[src/hdl/kdi_cfg_pkg.sv]
// Key derivation unit configuration: widths, counts, digest constants, reset values
package kdi_cfg_pkg;

  //////////////////////////////
  // Widths and counts
  //////////////////////////////

  // One digest block, also the size of each key half
  parameter int BlockWidth = 64;
  // Key is two finalized blocks
  parameter int KeyWidth   = 2 * BlockWidth;
  // Seed is four blocks, two per key half
  parameter int SeedWidth  = 4 * BlockWidth;
  // Entropy port word
  parameter int EdnWidth   = 64;

  // Nonce register depth in entropy words
  parameter int MaxNonceWords = 2;
  // Flash data and flash address requesters
  parameter int NumFixedReq   = 2;

  //////////////////////////////
  // Digest constants
  //////////////////////////////

  // IV table, entry 0 for flash keys and entry 1 for SRAM keys
  parameter logic [1:0][BlockWidth-1:0] DigestIv = {
    64'hBB67_AE85_84CA_A73B,
    64'h6A09_E667_F3BC_C908
  };

  // Odd multiplier used by every absorb step
  parameter logic [BlockWidth-1:0] DigestMul = 64'h9E37_79B9_7F4A_7C15;

  // Cycles from finalize acceptance to result
  parameter int DigestLatency = 2;

  //////////////////////////////
  // Output register reset values
  //////////////////////////////

  parameter logic [KeyWidth-1:0] KeyInit   = 128'hD3A1_5C2E_7B90_4F68_1E2D_3C4B_5A69_7887;
  parameter logic [KeyWidth-1:0] NonceInit = 128'h0F1E_2D3C_4B5A_6978_8796_A5B4_C3D2_E1F0;

endpackage

[src/hdl/kdi_types_pkg.sv]
// Key derivation unit types shared between arbiter, sequencer, digest core and registers
package kdi_types_pkg;

  import kdi_cfg_pkg::*;

  // IV select, doubles as the index into DigestIv
  typedef enum logic {
    FlashSel = 1'b0,
    SramSel  = 1'b1
  } digest_sel_e;

  // Digest engine commands
  typedef enum logic [1:0] {
    DigInit   = 2'd0,
    DigAbsorb = 2'd1,
    DigFinal  = 2'd2
  } digest_cmd_e;

  // Per-requester derivation recipe
  typedef struct packed {
    logic                             ingest_entropy;
    digest_sel_e                      digest_sel;
    // Index of the last nonce word to fetch
    logic                             nonce_last;
    logic                             seed_valid;
    logic [3:0][BlockWidth-1:0]       seed;
  } req_bundle_t;

  // Result seen by every requester
  typedef struct packed {
    logic [KeyWidth-1:0]              key;
    logic [MaxNonceWords*EdnWidth-1:0] nonce;
    logic                             seed_valid;
  } key_rsp_t;

  // Command into the digest engine
  typedef struct packed {
    logic                             valid;
    digest_cmd_e                      cmd;
    digest_sel_e                      sel;
    logic [BlockWidth-1:0]            data;
  } digest_req_t;

  // Finalized block out of the digest engine
  typedef struct packed {
    logic                             valid;
    logic [BlockWidth-1:0]            data;
  } digest_rsp_t;

endpackage

[src/hdl/kdi_ctrl_fsm.sv]
// Key derivation sequencer for seed loading, entropy ingestion, finalization and nonce fetch
`timescale 1ns/100ps

module kdi_ctrl_fsm
  import kdi_cfg_pkg::*;
  import kdi_types_pkg::*;
(
  input  logic                  clk_i,
  input  logic                  rst_ni,
  // Granted request
  input  logic                  valid_i,
  input  req_bundle_t           bundle_i,
  output logic                  done_o,
  // Digest engine
  output digest_req_t           dig_req_o,
  input  logic                  dig_ready_i,
  input  digest_rsp_t           dig_rsp_i,
  // Entropy port
  output logic                  edn_req_o,
  input  logic                  edn_ack_i,
  // Register controls
  output logic                  key_we_o,
  output logic                  key_half_o,
  output logic                  nonce_we_o,
  output logic                  nonce_idx_o,
  output logic                  seed_valid_we_o,
  output logic [1:0]            blk_idx_o,
  output logic                  use_entropy_o,
  input  logic [BlockWidth-1:0] blk_i
);

  typedef enum logic [3:0] {
    Idle,
    DigClr,
    DigLoad,
    FetchEntropy,
    DigEntropy,
    DigFin,
    DigWait,
    FetchNonce,
    Finish
  } state_e;

  state_e     state_d, state_q;
  // Seed block index, bit 1 is the key half
  logic [1:0] seed_cnt_d, seed_cnt_q;
  // Entropy / nonce word index
  logic       ent_cnt_d, ent_cnt_q;
  logic       edn_req_d, edn_req_q;
  logic       edn_ack;

  // Stray acks are dropped
  assign edn_ack = edn_ack_i && edn_req_q;

  //////////////////////////////
  // Next state
  //////////////////////////////

  always_comb begin : p_fsm
    state_d         = state_q;
    seed_cnt_d      = seed_cnt_q;
    ent_cnt_d       = ent_cnt_q;
    // Pending request stays up until acked
    edn_req_d       = edn_req_q && !edn_ack_i;
    dig_req_o.valid = 1'b0;
    dig_req_o.cmd   = DigAbsorb;
    key_we_o        = 1'b0;
    nonce_we_o      = 1'b0;
    seed_valid_we_o = 1'b0;
    use_entropy_o   = 1'b0;
    done_o          = 1'b0;

    unique case (state_q)
      Idle: begin
        if (valid_i) begin
          state_d    = DigClr;
          seed_cnt_d = '0;
          ent_cnt_d  = 1'b0;
        end
      end
      // Revert the digest to the IV for this half
      DigClr: begin
        dig_req_o.valid = 1'b1;
        dig_req_o.cmd   = DigInit;
        if (dig_ready_i) begin
          state_d = DigLoad;
        end
      end
      // Two seed blocks per half
      DigLoad: begin
        dig_req_o.valid = 1'b1;
        if (dig_ready_i) begin
          if (seed_cnt_q[0]) begin
            state_d = bundle_i.ingest_entropy ? FetchEntropy : DigFin;
          end else begin
            seed_cnt_d = seed_cnt_q + 2'd1;
          end
        end
      end
      // Two entropy words, parked in the nonce register
      FetchEntropy: begin
        edn_req_d = 1'b1;
        if (edn_ack) begin
          nonce_we_o = 1'b1;
          ent_cnt_d  = ~ent_cnt_q;
          if (ent_cnt_q) begin
            edn_req_d = 1'b0;
            state_d   = DigEntropy;
          end
        end
      end
      DigEntropy: begin
        dig_req_o.valid = 1'b1;
        use_entropy_o   = 1'b1;
        if (dig_ready_i) begin
          ent_cnt_d = ~ent_cnt_q;
          if (ent_cnt_q) begin
            state_d = DigFin;
          end
        end
      end
      DigFin: begin
        dig_req_o.valid = 1'b1;
        dig_req_o.cmd   = DigFinal;
        if (dig_ready_i) begin
          state_d = DigWait;
        end
      end
      // Write the finalized half, then redo for the upper half
      DigWait: begin
        if (dig_rsp_i.valid) begin
          key_we_o = 1'b1;
          if (seed_cnt_q == 2'd1) begin
            seed_cnt_d = 2'd2;
            state_d    = DigClr;
          end else begin
            seed_cnt_d      = '0;
            seed_valid_we_o = 1'b1;
            state_d         = FetchNonce;
          end
        end
      end
      // Nonce words 0 up to nonce_last
      FetchNonce: begin
        edn_req_d = 1'b1;
        if (edn_ack) begin
          nonce_we_o = 1'b1;
          if (ent_cnt_q == bundle_i.nonce_last) begin
            ent_cnt_d = 1'b0;
            edn_req_d = 1'b0;
            state_d   = Finish;
          end else begin
            ent_cnt_d = ~ent_cnt_q;
          end
        end
      end
      Finish: begin
        done_o  = 1'b1;
        state_d = Idle;
      end
      default: begin
        state_d = Idle;
      end
    endcase
  end

  //////////////////////////////
  // Outputs and registers
  //////////////////////////////

  assign dig_req_o.sel  = bundle_i.digest_sel;
  assign dig_req_o.data = blk_i;
  assign key_half_o     = seed_cnt_q[1];
  assign nonce_idx_o    = ent_cnt_q;
  // Entropy phase reuses bit 0 as the nonce word select
  assign blk_idx_o      = use_entropy_o ? {1'b0, ent_cnt_q} : seed_cnt_q;
  assign edn_req_o      = edn_req_q;

  always_ff @(posedge clk_i or negedge rst_ni) begin : p_regs
    if (!rst_ni) begin
      state_q    <= Idle;
      seed_cnt_q <= '0;
      ent_cnt_q  <= 1'b0;
      edn_req_q  <= 1'b0;
    end else begin
      state_q    <= state_d;
      seed_cnt_q <= seed_cnt_d;
      ent_cnt_q  <= ent_cnt_d;
      edn_req_q  <= edn_req_d;
    end
  end

endmodule

[src/hdl/kdi_digest_core.sv]
// 64-bit block digest engine with init, absorb and finalize commands
`timescale 1ns/100ps

module kdi_digest_core
  import kdi_cfg_pkg::*;
  import kdi_types_pkg::*;
(
  input  logic        clk_i,
  input  logic        rst_ni,
  input  digest_req_t req_i,
  output logic        ready_o,
  output digest_rsp_t rsp_o
);

  localparam int CntW = $clog2(DigestLatency + 1);

  // Rotate left by a fixed amount
  function automatic logic [BlockWidth-1:0] rotl(input logic [BlockWidth-1:0] x,
                                                 input int unsigned n);
    return (x << n) | (x >> (BlockWidth - n));
  endfunction

  logic [BlockWidth-1:0] state_q;
  logic [BlockWidth-1:0] fin_q;
  logic [CntW-1:0]       cnt_q;
  logic                  accept;
  logic [BlockWidth-1:0] absorb_val;
  logic [BlockWidth-1:0] final_val;

  //////////////////////////////
  // Mixing
  //////////////////////////////

  // Absorb: rotate the xor, then multiply mod 2^64
  assign absorb_val = rotl(state_q ^ req_i.data, 17) * DigestMul;
  // Finalize: rotate state and fold the IV back in
  assign final_val  = rotl(state_q, 31) ^ DigestIv[req_i.sel];

  // Busy while a finalize is in flight
  assign ready_o = (cnt_q == '0);
  assign accept  = req_i.valid && ready_o;

  always_ff @(posedge clk_i) begin : p_state
    if (accept) begin
      unique case (req_i.cmd)
        DigInit:   state_q <= DigestIv[req_i.sel];
        DigAbsorb: state_q <= absorb_val;
        DigFinal:  fin_q   <= final_val;
        default:   state_q <= state_q;
      endcase
    end
  end

  //////////////////////////////
  // Latency counter
  //////////////////////////////

  // Loaded on finalize, counts down to the result cycle
  always_ff @(posedge clk_i or negedge rst_ni) begin : p_cnt
    if (!rst_ni) begin
      cnt_q <= '0;
    end else if (accept && (req_i.cmd == DigFinal)) begin
      cnt_q <= CntW'(DigestLatency);
    end else if (cnt_q != '0) begin
      cnt_q <= cnt_q - 1'b1;
    end
  end

  // Result pulses on the last count, DigestLatency cycles after acceptance
  assign rsp_o.valid = (cnt_q == CntW'(1));
  assign rsp_o.data  = fin_q;

endmodule

[src/hdl/kdi_key_regs.sv]
// Key, nonce and seed-valid output registers with the digest input block selector
`timescale 1ns/100ps

module kdi_key_regs
  import kdi_cfg_pkg::*;
  import kdi_types_pkg::*;
(
  input  logic                  clk_i,
  input  logic                  rst_ni,
  // Controls from the sequencer
  input  logic                  key_we_i,
  input  logic                  key_half_i,
  input  logic                  nonce_we_i,
  input  logic                  nonce_idx_i,
  input  logic                  seed_valid_we_i,
  input  logic [1:0]            blk_idx_i,
  input  logic                  use_entropy_i,
  // Data sources
  input  digest_rsp_t           dig_rsp_i,
  input  logic [EdnWidth-1:0]   edn_data_i,
  input  req_bundle_t           bundle_i,
  // Digest input block and result
  output logic [BlockWidth-1:0] blk_o,
  output key_rsp_t              key_rsp_o
);

  logic [1:0][BlockWidth-1:0]             key_q;
  logic [MaxNonceWords-1:0][EdnWidth-1:0] nonce_q;
  logic                                   seed_valid_q;

  //////////////////////////////
  // Output registers
  //////////////////////////////

  always_ff @(posedge clk_i or negedge rst_ni) begin : p_out
    if (!rst_ni) begin
      key_q        <= KeyInit;
      nonce_q      <= NonceInit;
      seed_valid_q <= 1'b0;
    end else begin
      // Half 0 lands in the low block
      if (key_we_i) begin
        key_q[key_half_i] <= dig_rsp_i.data;
      end
      // Entropy and nonce words share this register
      if (nonce_we_i) begin
        nonce_q[nonce_idx_i] <= edn_data_i;
      end
      if (seed_valid_we_i) begin
        seed_valid_q <= bundle_i.seed_valid;
      end
    end
  end

  //////////////////////////////
  // Digest input select
  //////////////////////////////

  // Invalid seeds are fed as zero blocks
  always_comb begin : p_blk
    if (use_entropy_i) begin
      blk_o = nonce_q[blk_idx_i[0]];
    end else if (bundle_i.seed_valid) begin
      blk_o = bundle_i.seed[blk_idx_i];
    end else begin
      blk_o = '0;
    end
  end

  assign key_rsp_o.key        = key_q;
  assign key_rsp_o.nonce      = nonce_q;
  assign key_rsp_o.seed_valid = seed_valid_q;

endmodule

[src/hdl/kdi_req_arbiter.sv]
// Round-robin arbiter that locks one key request until the sequencer reports completion
`timescale 1ns/100ps

module kdi_req_arbiter
  import kdi_cfg_pkg::*;
  import kdi_types_pkg::*;
#(
  parameter int NumSramSlots = 2
) (
  input  logic                                clk_i,
  input  logic                                rst_ni,
  input  logic [NumFixedReq+NumSramSlots-1:0] req_i,
  input  req_bundle_t                         bundle_i [NumFixedReq+NumSramSlots],
  input  logic                                done_i,
  output logic                                valid_o,
  output req_bundle_t                         bundle_o,
  output logic [NumFixedReq+NumSramSlots-1:0] ack_o
);

  localparam int NumReq = NumFixedReq + NumSramSlots;
  localparam int IdxW   = $clog2(NumReq);

  // Locked grant and the index granted before it
  logic            locked_q;
  logic [IdxW-1:0] idx_q;
  logic [IdxW-1:0] last_q;

  logic            pick_found;
  logic [IdxW-1:0] pick_idx;

  // Search starts one past the last grant and wraps
  always_comb begin : p_pick
    int unsigned cand;
    pick_found = 1'b0;
    pick_idx   = '0;
    for (int unsigned i = 1; i <= NumReq; i++) begin
      cand = (int'(last_q) + i) % NumReq;
      if (!pick_found && req_i[cand]) begin
        pick_found = 1'b1;
        pick_idx   = IdxW'(cand);
      end
    end
  end

  always_ff @(posedge clk_i or negedge rst_ni) begin : p_lock
    if (!rst_ni) begin
      locked_q <= 1'b0;
      idx_q    <= '0;
      // First search then begins at index 0
      last_q   <= IdxW'(NumReq - 1);
    end else if (locked_q) begin
      if (done_i) begin
        locked_q <= 1'b0;
        last_q   <= idx_q;
      end
    end else if (pick_found) begin
      locked_q <= 1'b1;
      idx_q    <= pick_idx;
    end
  end

  // Ack goes back to the locked index in the done cycle only
  always_comb begin : p_ack
    ack_o = '0;
    if (locked_q) begin
      ack_o[idx_q] = done_i;
    end
  end

  assign valid_o  = locked_q;
  assign bundle_o = bundle_i[idx_q];

endmodule

[src/hdl/kdi_top.sv]
// Key derivation unit top level: request bundles, arbitration, sequencing and digest
`timescale 1ns/100ps

module kdi_top
  import kdi_cfg_pkg::*;
  import kdi_types_pkg::*;
#(
  parameter int NumSramSlots = 2
) (
  input  logic                                clk_i,
  input  logic                                rst_ni,
  // Requesters, 0 flash data, 1 flash address, then SRAM slots
  input  logic [NumFixedReq+NumSramSlots-1:0] req_i,
  output logic [NumFixedReq+NumSramSlots-1:0] ack_o,
  // Seeds from OTP
  input  logic [SeedWidth-1:0]                flash_data_seed_i,
  input  logic [SeedWidth-1:0]                flash_addr_seed_i,
  input  logic [KeyWidth-1:0]                 sram_seed_i,
  input  logic                                seed_valid_i,
  // Entropy port
  output logic                                edn_req_o,
  input  logic                                edn_ack_i,
  input  logic [EdnWidth-1:0]                 edn_data_i,
  // Shared result
  output key_rsp_t                            key_rsp_o
);

  localparam int NumReq = NumFixedReq + NumSramSlots;

  req_bundle_t           bundles [NumReq];
  req_bundle_t           bundle;
  logic                  req_valid;
  logic                  done;
  digest_req_t           dig_req;
  digest_rsp_t           dig_rsp;
  logic                  dig_ready;
  logic                  key_we, key_half, nonce_we, nonce_idx, seed_valid_we;
  logic [1:0]            blk_idx;
  logic                  use_entropy;
  logic [BlockWidth-1:0] blk;

  //////////////////////////////
  // Request bundles
  //////////////////////////////

  // Flash data key, two nonce words
  assign bundles[0] = '{ingest_entropy: 1'b0, digest_sel: FlashSel, nonce_last: 1'b1,
                        seed_valid: seed_valid_i, seed: flash_data_seed_i};
  // Flash address key, one nonce word
  assign bundles[1] = '{ingest_entropy: 1'b0, digest_sel: FlashSel, nonce_last: 1'b0,
                        seed_valid: seed_valid_i, seed: flash_addr_seed_i};

  // SRAM slots reuse one seed for both halves
  for (genvar k = NumFixedReq; k < NumReq; k++) begin : gen_sram_bundle
    assign bundles[k] = '{ingest_entropy: 1'b1, digest_sel: SramSel, nonce_last: 1'b1,
                          seed_valid: seed_valid_i, seed: {sram_seed_i, sram_seed_i}};
  end

  kdi_req_arbiter #(
    .NumSramSlots(NumSramSlots)
  ) u_arb (
    .clk_i, .rst_ni, .req_i, .bundle_i(bundles), .done_i(done),
    .valid_o(req_valid), .bundle_o(bundle), .ack_o
  );

  kdi_ctrl_fsm u_fsm (
    .clk_i, .rst_ni, .valid_i(req_valid), .bundle_i(bundle), .done_o(done),
    .dig_req_o(dig_req), .dig_ready_i(dig_ready), .dig_rsp_i(dig_rsp),
    .edn_req_o, .edn_ack_i, .key_we_o(key_we), .key_half_o(key_half),
    .nonce_we_o(nonce_we), .nonce_idx_o(nonce_idx), .seed_valid_we_o(seed_valid_we),
    .blk_idx_o(blk_idx), .use_entropy_o(use_entropy), .blk_i(blk)
  );

  kdi_key_regs u_regs (
    .clk_i, .rst_ni, .key_we_i(key_we), .key_half_i(key_half), .nonce_we_i(nonce_we),
    .nonce_idx_i(nonce_idx), .seed_valid_we_i(seed_valid_we), .blk_idx_i(blk_idx),
    .use_entropy_i(use_entropy), .dig_rsp_i(dig_rsp), .edn_data_i, .bundle_i(bundle),
    .blk_o(blk), .key_rsp_o
  );

  kdi_digest_core u_digest (
    .clk_i, .rst_ni, .req_i(dig_req), .ready_o(dig_ready), .rsp_o(dig_rsp)
  );

endmodule

[config.mk]
export PLATFORM = sky130hd
export DESIGN_NAME = kdi_top
export DESIGN_NICKNAME = d
export VERILOG_FILES = /design/src/hdl/kdi_cfg_pkg.sv /design/src/hdl/kdi_types_pkg.sv /design/src/hdl/kdi_ctrl_fsm.sv /design/src/hdl/kdi_digest_core.sv /design/src/hdl/kdi_key_regs.sv /design/src/hdl/kdi_req_arbiter.sv /design/src/hdl/kdi_top.sv
export SDC_FILE = /design/constraint.sdc
export NUM_CORES = 2
export LEC_CHECK = 0
export ABC_AREA = 1
export ABC_CLOCK_PERIOD_IN_PS = 12400
export BUFFER_PORTS_ARGS = -buffer_cell sky130_fd_sc_hd__buf_2
export CAP_MARGIN = 40
export CORE_AREA = 2 2 379 381
export DETAILED_ROUTE_END_ITERATION = 16
export DIE_AREA = 0 0 381 383
export SYNTH_ARGS = -nofsm -noshare
export SYNTH_HDL_FRONTEND = slang
export SYNTH_SLANG_ARGS = --single-unit
[constraint.sdc]
create_clock -name clk_i -period 12.4 [get_ports clk_i]
set_input_delay 1.24 -clock clk_i [delete_from_list [all_inputs] [get_ports clk_i]]
set_output_delay 1.24 -clock clk_i [all_outputs]
set_load 0.01 [all_outputs]
==> impl_results.md, run 1 <==
- Post-synthesis sequential area ratio: 0.197
- Area share of the largest cell type after synthesis: 0.311
- Post-synth EDFFs: 128
- Site row count: 139
- Max Buffers Root-to-Sink: 3
- Post-DP HPWL: 347000 um
- CTS buffer count: 46
- Grt ovf: 0
- H-tree lvl count: 2
- Most common cell in the synthesized netlist: inv_1
- Average cell area after synthesis: 9.11 sq um
- CTS Hold Buffers Added: 0
- Width of the die: 381 um
- Synth warn: 0
- Status: aborted with a tool error
- Tool Error: [ERROR DRT-1231] Pin _11627_/A does not have access point
- Worst EP post-GRT repair: u_digest.state_q[58]$_SDFFCE_PP0P_/D
- Initial antenna violation count: 198
- Gpl congestion: 1.25
- Die Y: 383 um
- Largest net degree at the start of global routing: 104
- Predominant post-synthesis flop cell: dfrtp_1
- Stage reached: 5_2_route
- Cell taking the most area after synthesis: fa_1
- Starting density of the core: 0.387
- Boundary Pins: 974
- Vias in the first global route: 51500
- Clock sinks: 400
- Kind of the worst endpoint: register input
- Root Buffer: clkbuf_16
- Largest cells by area after synthesis: fa_1 31%, ha_1 13%, inv_1 10%
- Post-Syn Nets: 8170
- Asr flop ratio synth: 0.680
- Total GRT Usage: 0.526
- First-pass GRT wire length: 496000 um
- I/O Buffers: 973
- Syn Inst Count: 6042
- Post-synth top cells: 1484 x inv_1, 854 x fa_1, 777 x nand2_1, 562 x ha_1, 438 x o21ai_0
- Number of synthesized register bits: 400
- Yosys cell types: 68
- Synthesized area: 55000 sq um
[per-layer routing]
metal,global-route usage
met2,0.709
met3,0.228
met4,0.424
met1,0.648
met5,0.00761
[cells by family after synthesis]
kind of cell | synth area share
buffers and inverters | 0.121
adder cells (fa/ha/maj) | 0.438
AND/OR/NAND/NOR | 0.0936
AO/OA/AOI/OAI | 0.114
multiplexers | 0.00637
flip-flops | 0.197
XOR/XNOR | 0.0292
[repair_timing]
item | CTS | global route
hold endpoints to repair | 0 | 0
setup endpoints to repair | 0 | 2
setup buffers | 0 | 0
resized for setup | 0 | 2
[metrics by stage]
step	cells	util	area [sq um]	hold slack [ns]	setup WS, ns
global route	9067	0.454	64600	0.500	0.176
CTS	8951	0.452	64300	0.484	0.437
detailed placement	8866	0.441	62800	0.468	0.383
global placement	8841	0.439	62400	0.460	0.0954
floorplan	6042	-	55000	0.448	2.41
==> inputs of run 2 (changes only) <==
--- a/config.mk
+++ b/config.mk
@@ -9,9 +9,10 @@
 export ABC_CLOCK_PERIOD_IN_PS = 12400
 export BUFFER_PORTS_ARGS = -buffer_cell sky130_fd_sc_hd__buf_2
 export CAP_MARGIN = 40
-export CORE_AREA = 2 2 379 381
+export CORE_MARGIN = 2
+export CORE_UTILIZATION = 40
 export DETAILED_ROUTE_END_ITERATION = 16
-export DIE_AREA = 0 0 381 383
+export PLACE_DENSITY_LB_ADDON = 0.15
 export SYNTH_ARGS = -nofsm -noshare
 export SYNTH_HDL_FRONTEND = slang
 export SYNTH_SLANG_ARGS = --single-unit
==> run 2 against run 1 <==
The flow now finishes without violations. Synthesized area stayed put. Global-route usage is 0.96 points lower. Synthesized cell count did not move.
==> impl_results.md, run 2 <==
- Grt ovf: 0 (unchanged)
- Headroom to the max-slew limit: 0.151
- Initial DRC count: 7597
- Largest register FFs: 256
- Gpl congestion: 1.14 (-9.1%)
- Root Buffer: clkbuf_16
- CTS Hold Buffers Added: 0 (unchanged)
- CTS tree: done
- Fin Clk Skew: 0.0246 ns
- Post-Layout Cell Count: 8980
- Required @ worst endpoint: 12.91 ns
- Total GRT Usage: 0.516 (-0.00964)
- Synth-to-Final Area Change: 17.4%
- Most common cell after layout, fill and taps aside: inv_1
- Hold_sp: u_regs.key_rsp_o[208]
- Width of the die: 375 um (-1.6%)
- CP Launch Type: flop
- Skew-Pair Late Insertion Delay: 0.67 ns
- I/O Buffers: 973 (unchanged)
- Critical path launch point: u_arb.idx_q[1]
- Average cell area after synthesis: 9.11 sq um (unchanged)
- Vias per cell: 5.82
- Post-synth top cells: 1484 x inv_1, 854 x fa_1, 777 x nand2_1, 562 x ha_1, 438 x o21ai_0
- CP Capture Type: flop
- CTS buffer count: 48 (+4.3%)
- Period utilization: 0.992
- Initial antenna violation count: 140 (-29%)
- Vias in the first global route: 50500 (-1.9%)
- Largest net degree at the start of global routing: 133 (+28%)
- Yosys cell types: 68 (unchanged)
- Post_cts resized: 0 (unchanged)
- Initial DRT Pass Iterations: 9
- Reg2reg path depth: 39
- Predominant post-synthesis flop cell: dfrtp_1
- # DRC: 0
- WS Path Type: flop to flop
- Asr flop ratio synth: 0.680 (unchanged)
- Fmax: 81.3 MHz
- Area share of the largest cell type after synthesis: 0.311 (unchanged)
- Most frequent cells in the layout: 1483 x inv_1, 974 x buf_2, 854 x fa_1
- Arr. time, crit path: 12.81 ns
- Routed wire length: 365000 um
- Clk slew on worst S/H paths: 0.06 ns
- Die Y: 375 um (-2.1%)
- Clock sinks: 400 (unchanged)
- Synthesized area: 55000 sq um (unchanged)
- Final ANT Viol Nets: 0
- Filler cells: 13700
- Synth warn: 0 (unchanged)
- Detailed-route via count: 52200
- Layout cell share with drive strength beyond 1: 0.203
- Cell taking the most area after synthesis: fa_1
- Register-to-register setup slack: 0.1 ns
- # nets final: 9141
- Worst-Margin Slew: 1.26 ns
- Post-synth EDFFs: 128 (unchanged)
- Post-Syn Nets: 8170 (unchanged)
- Most frequent CP cell: fa_1
- Largest cells by area after synthesis: fa_1 31%, ha_1 13%, inv_1 10%
- Setup Buffers After CTS: 0 (unchanged)
- Core Area: 137000 sq um
- H-tree lvl count: 2 (unchanged)
- Min Clock Period, post-route: 12.30 ns
- Placed Cells: 8751 (-1.3%)
- HP Class: flop to flop
- Hold path depth: 2
- First-pass GRT wire length: 473000 um (-4.7%)
- Post-DP HPWL: 325000 um (-6.4%)
- Number of synthesized register bits: 400 (unchanged)
- Sum Neg Setup Slack: 0 ns
- Routed wire per std cell: 40.7 um
- Syn Inst Count: 6042 (unchanged)
- Boundary Pins: 974 (unchanged)
- Status: completed
- Die area: 141000 sq um
- Max Buffers Root-to-Sink: 3 (unchanged)
- RR Endpoint: u_digest.state_q[58]
- Most common cell in the synthesized netlist: inv_1
- Reg2reg start: u_arb.idx_q[1]
- Slowest CP cell: o21ai_0
- Final setup viols: 0
- Maxcap violations: 0
- Final hold violations: 0
- Site row count: 136 (-2.2%)
- Max-slew violation count: 0
- Crit-path max FO: 78
- RSZ-0062 raised after global routing: false
- Starting density of the core: 0.402 (+0.0149)
- Crit-path max cell delay: 1.00 ns
- Post-synthesis sequential area ratio: 0.197 (unchanged)
- Hold endpoint: u_regs.key_rsp_o[208]
-- run 2: cell counts after synthesis --
No cell type changed its count.
-- run 2: layout make-up --
cell class / count / area, sq um / area share
Clock inverter: 19 / 223 / 0.00345
Clock buffer: 71 / 1400 / 0.0216
Inverter: 1507 / 5680 / 0.0880
Tap cell: 1794 / 2240 / 0.0347
Multi-Input combinational cell: 3927 / 37600 / 0.582
Antenna cell: 133 / 333 / 0.00515
Sequential cell: 400 / 10800 / 0.168
Timing Repair Buffer: 1129 / 6290 / 0.0974
-- run 2: stage by stage --
| stage | area [sq um] | worst slack, ns | hold WS, ns | util |
|---|---|---|---|---|
| floorplan | 55000 | 2.41 | 0.448 | - |
| detailed placement | 62500 | 0.697 | 0.469 | 0.456 |
| finish | 64600 | 0.0995 | 0.479 | 0.472 |
| global placement | 62400 | 0.608 | 0.460 | 0.455 |
| CTS | 64100 | 0.600 | 0.483 | 0.468 |
| global route | 64400 | 0.0871 | 0.502 | 0.470 |
-- run 2: kinds of logic (layout without fill, tap and decap cells) --
group,after synthesis,after routing,synth area share
XOR/XNOR,174,174,0.0292
flip-flops,400,400,0.197
multiplexers,35,35,0.00637
AND/OR/NAND/NOR,1246,1246,0.0936
buffers and inverters,1715,2726,0.121
AO/OA/AOI/OAI,1056,1056,0.114
other,0,133,0
adder cells (fa/ha/maj),1416,1416,0.438
-- run 2: worst max-delay path by stage --
stage / slack, ns / to / cells past startpoint
floorplan: 2.41 / u_digest.state_q[62] / 32
global placement: 0.61 / u_digest.state_q[58] / 39
detailed placement: 0.70 / u_digest.state_q[55] / 38
CTS: 0.60 / u_digest.state_q[55] / 40
global route: 0.09 / u_digest.state_q[58] / 39
finish: 0.1 / u_digest.state_q[58] / 39
-- run 2: layer usage --
layer	global-route usage	up-vias	part of all wire
met5	0	-	0.00053
met4	0.433	30	0.10
met3	0.208	897	0.14
met2	0.700	3977	0.39
met1	0.638	26200	0.37
li1	-	21100	-
-- run 2: critical path: cells and delay by family (launching register included) --
family	cells	cell delay, ns
compound gates	9	2.82
xor+xnor	1	0.46
fa+ha+maj	11	5.64
buf+inv	10	1.61
flops	1	0.51
simple gates	8	0.99
Power of run 2 is left out: the tool's default activity adds up to more than one toggle a clock period on the data nets, which glitch-free logic cannot reach.
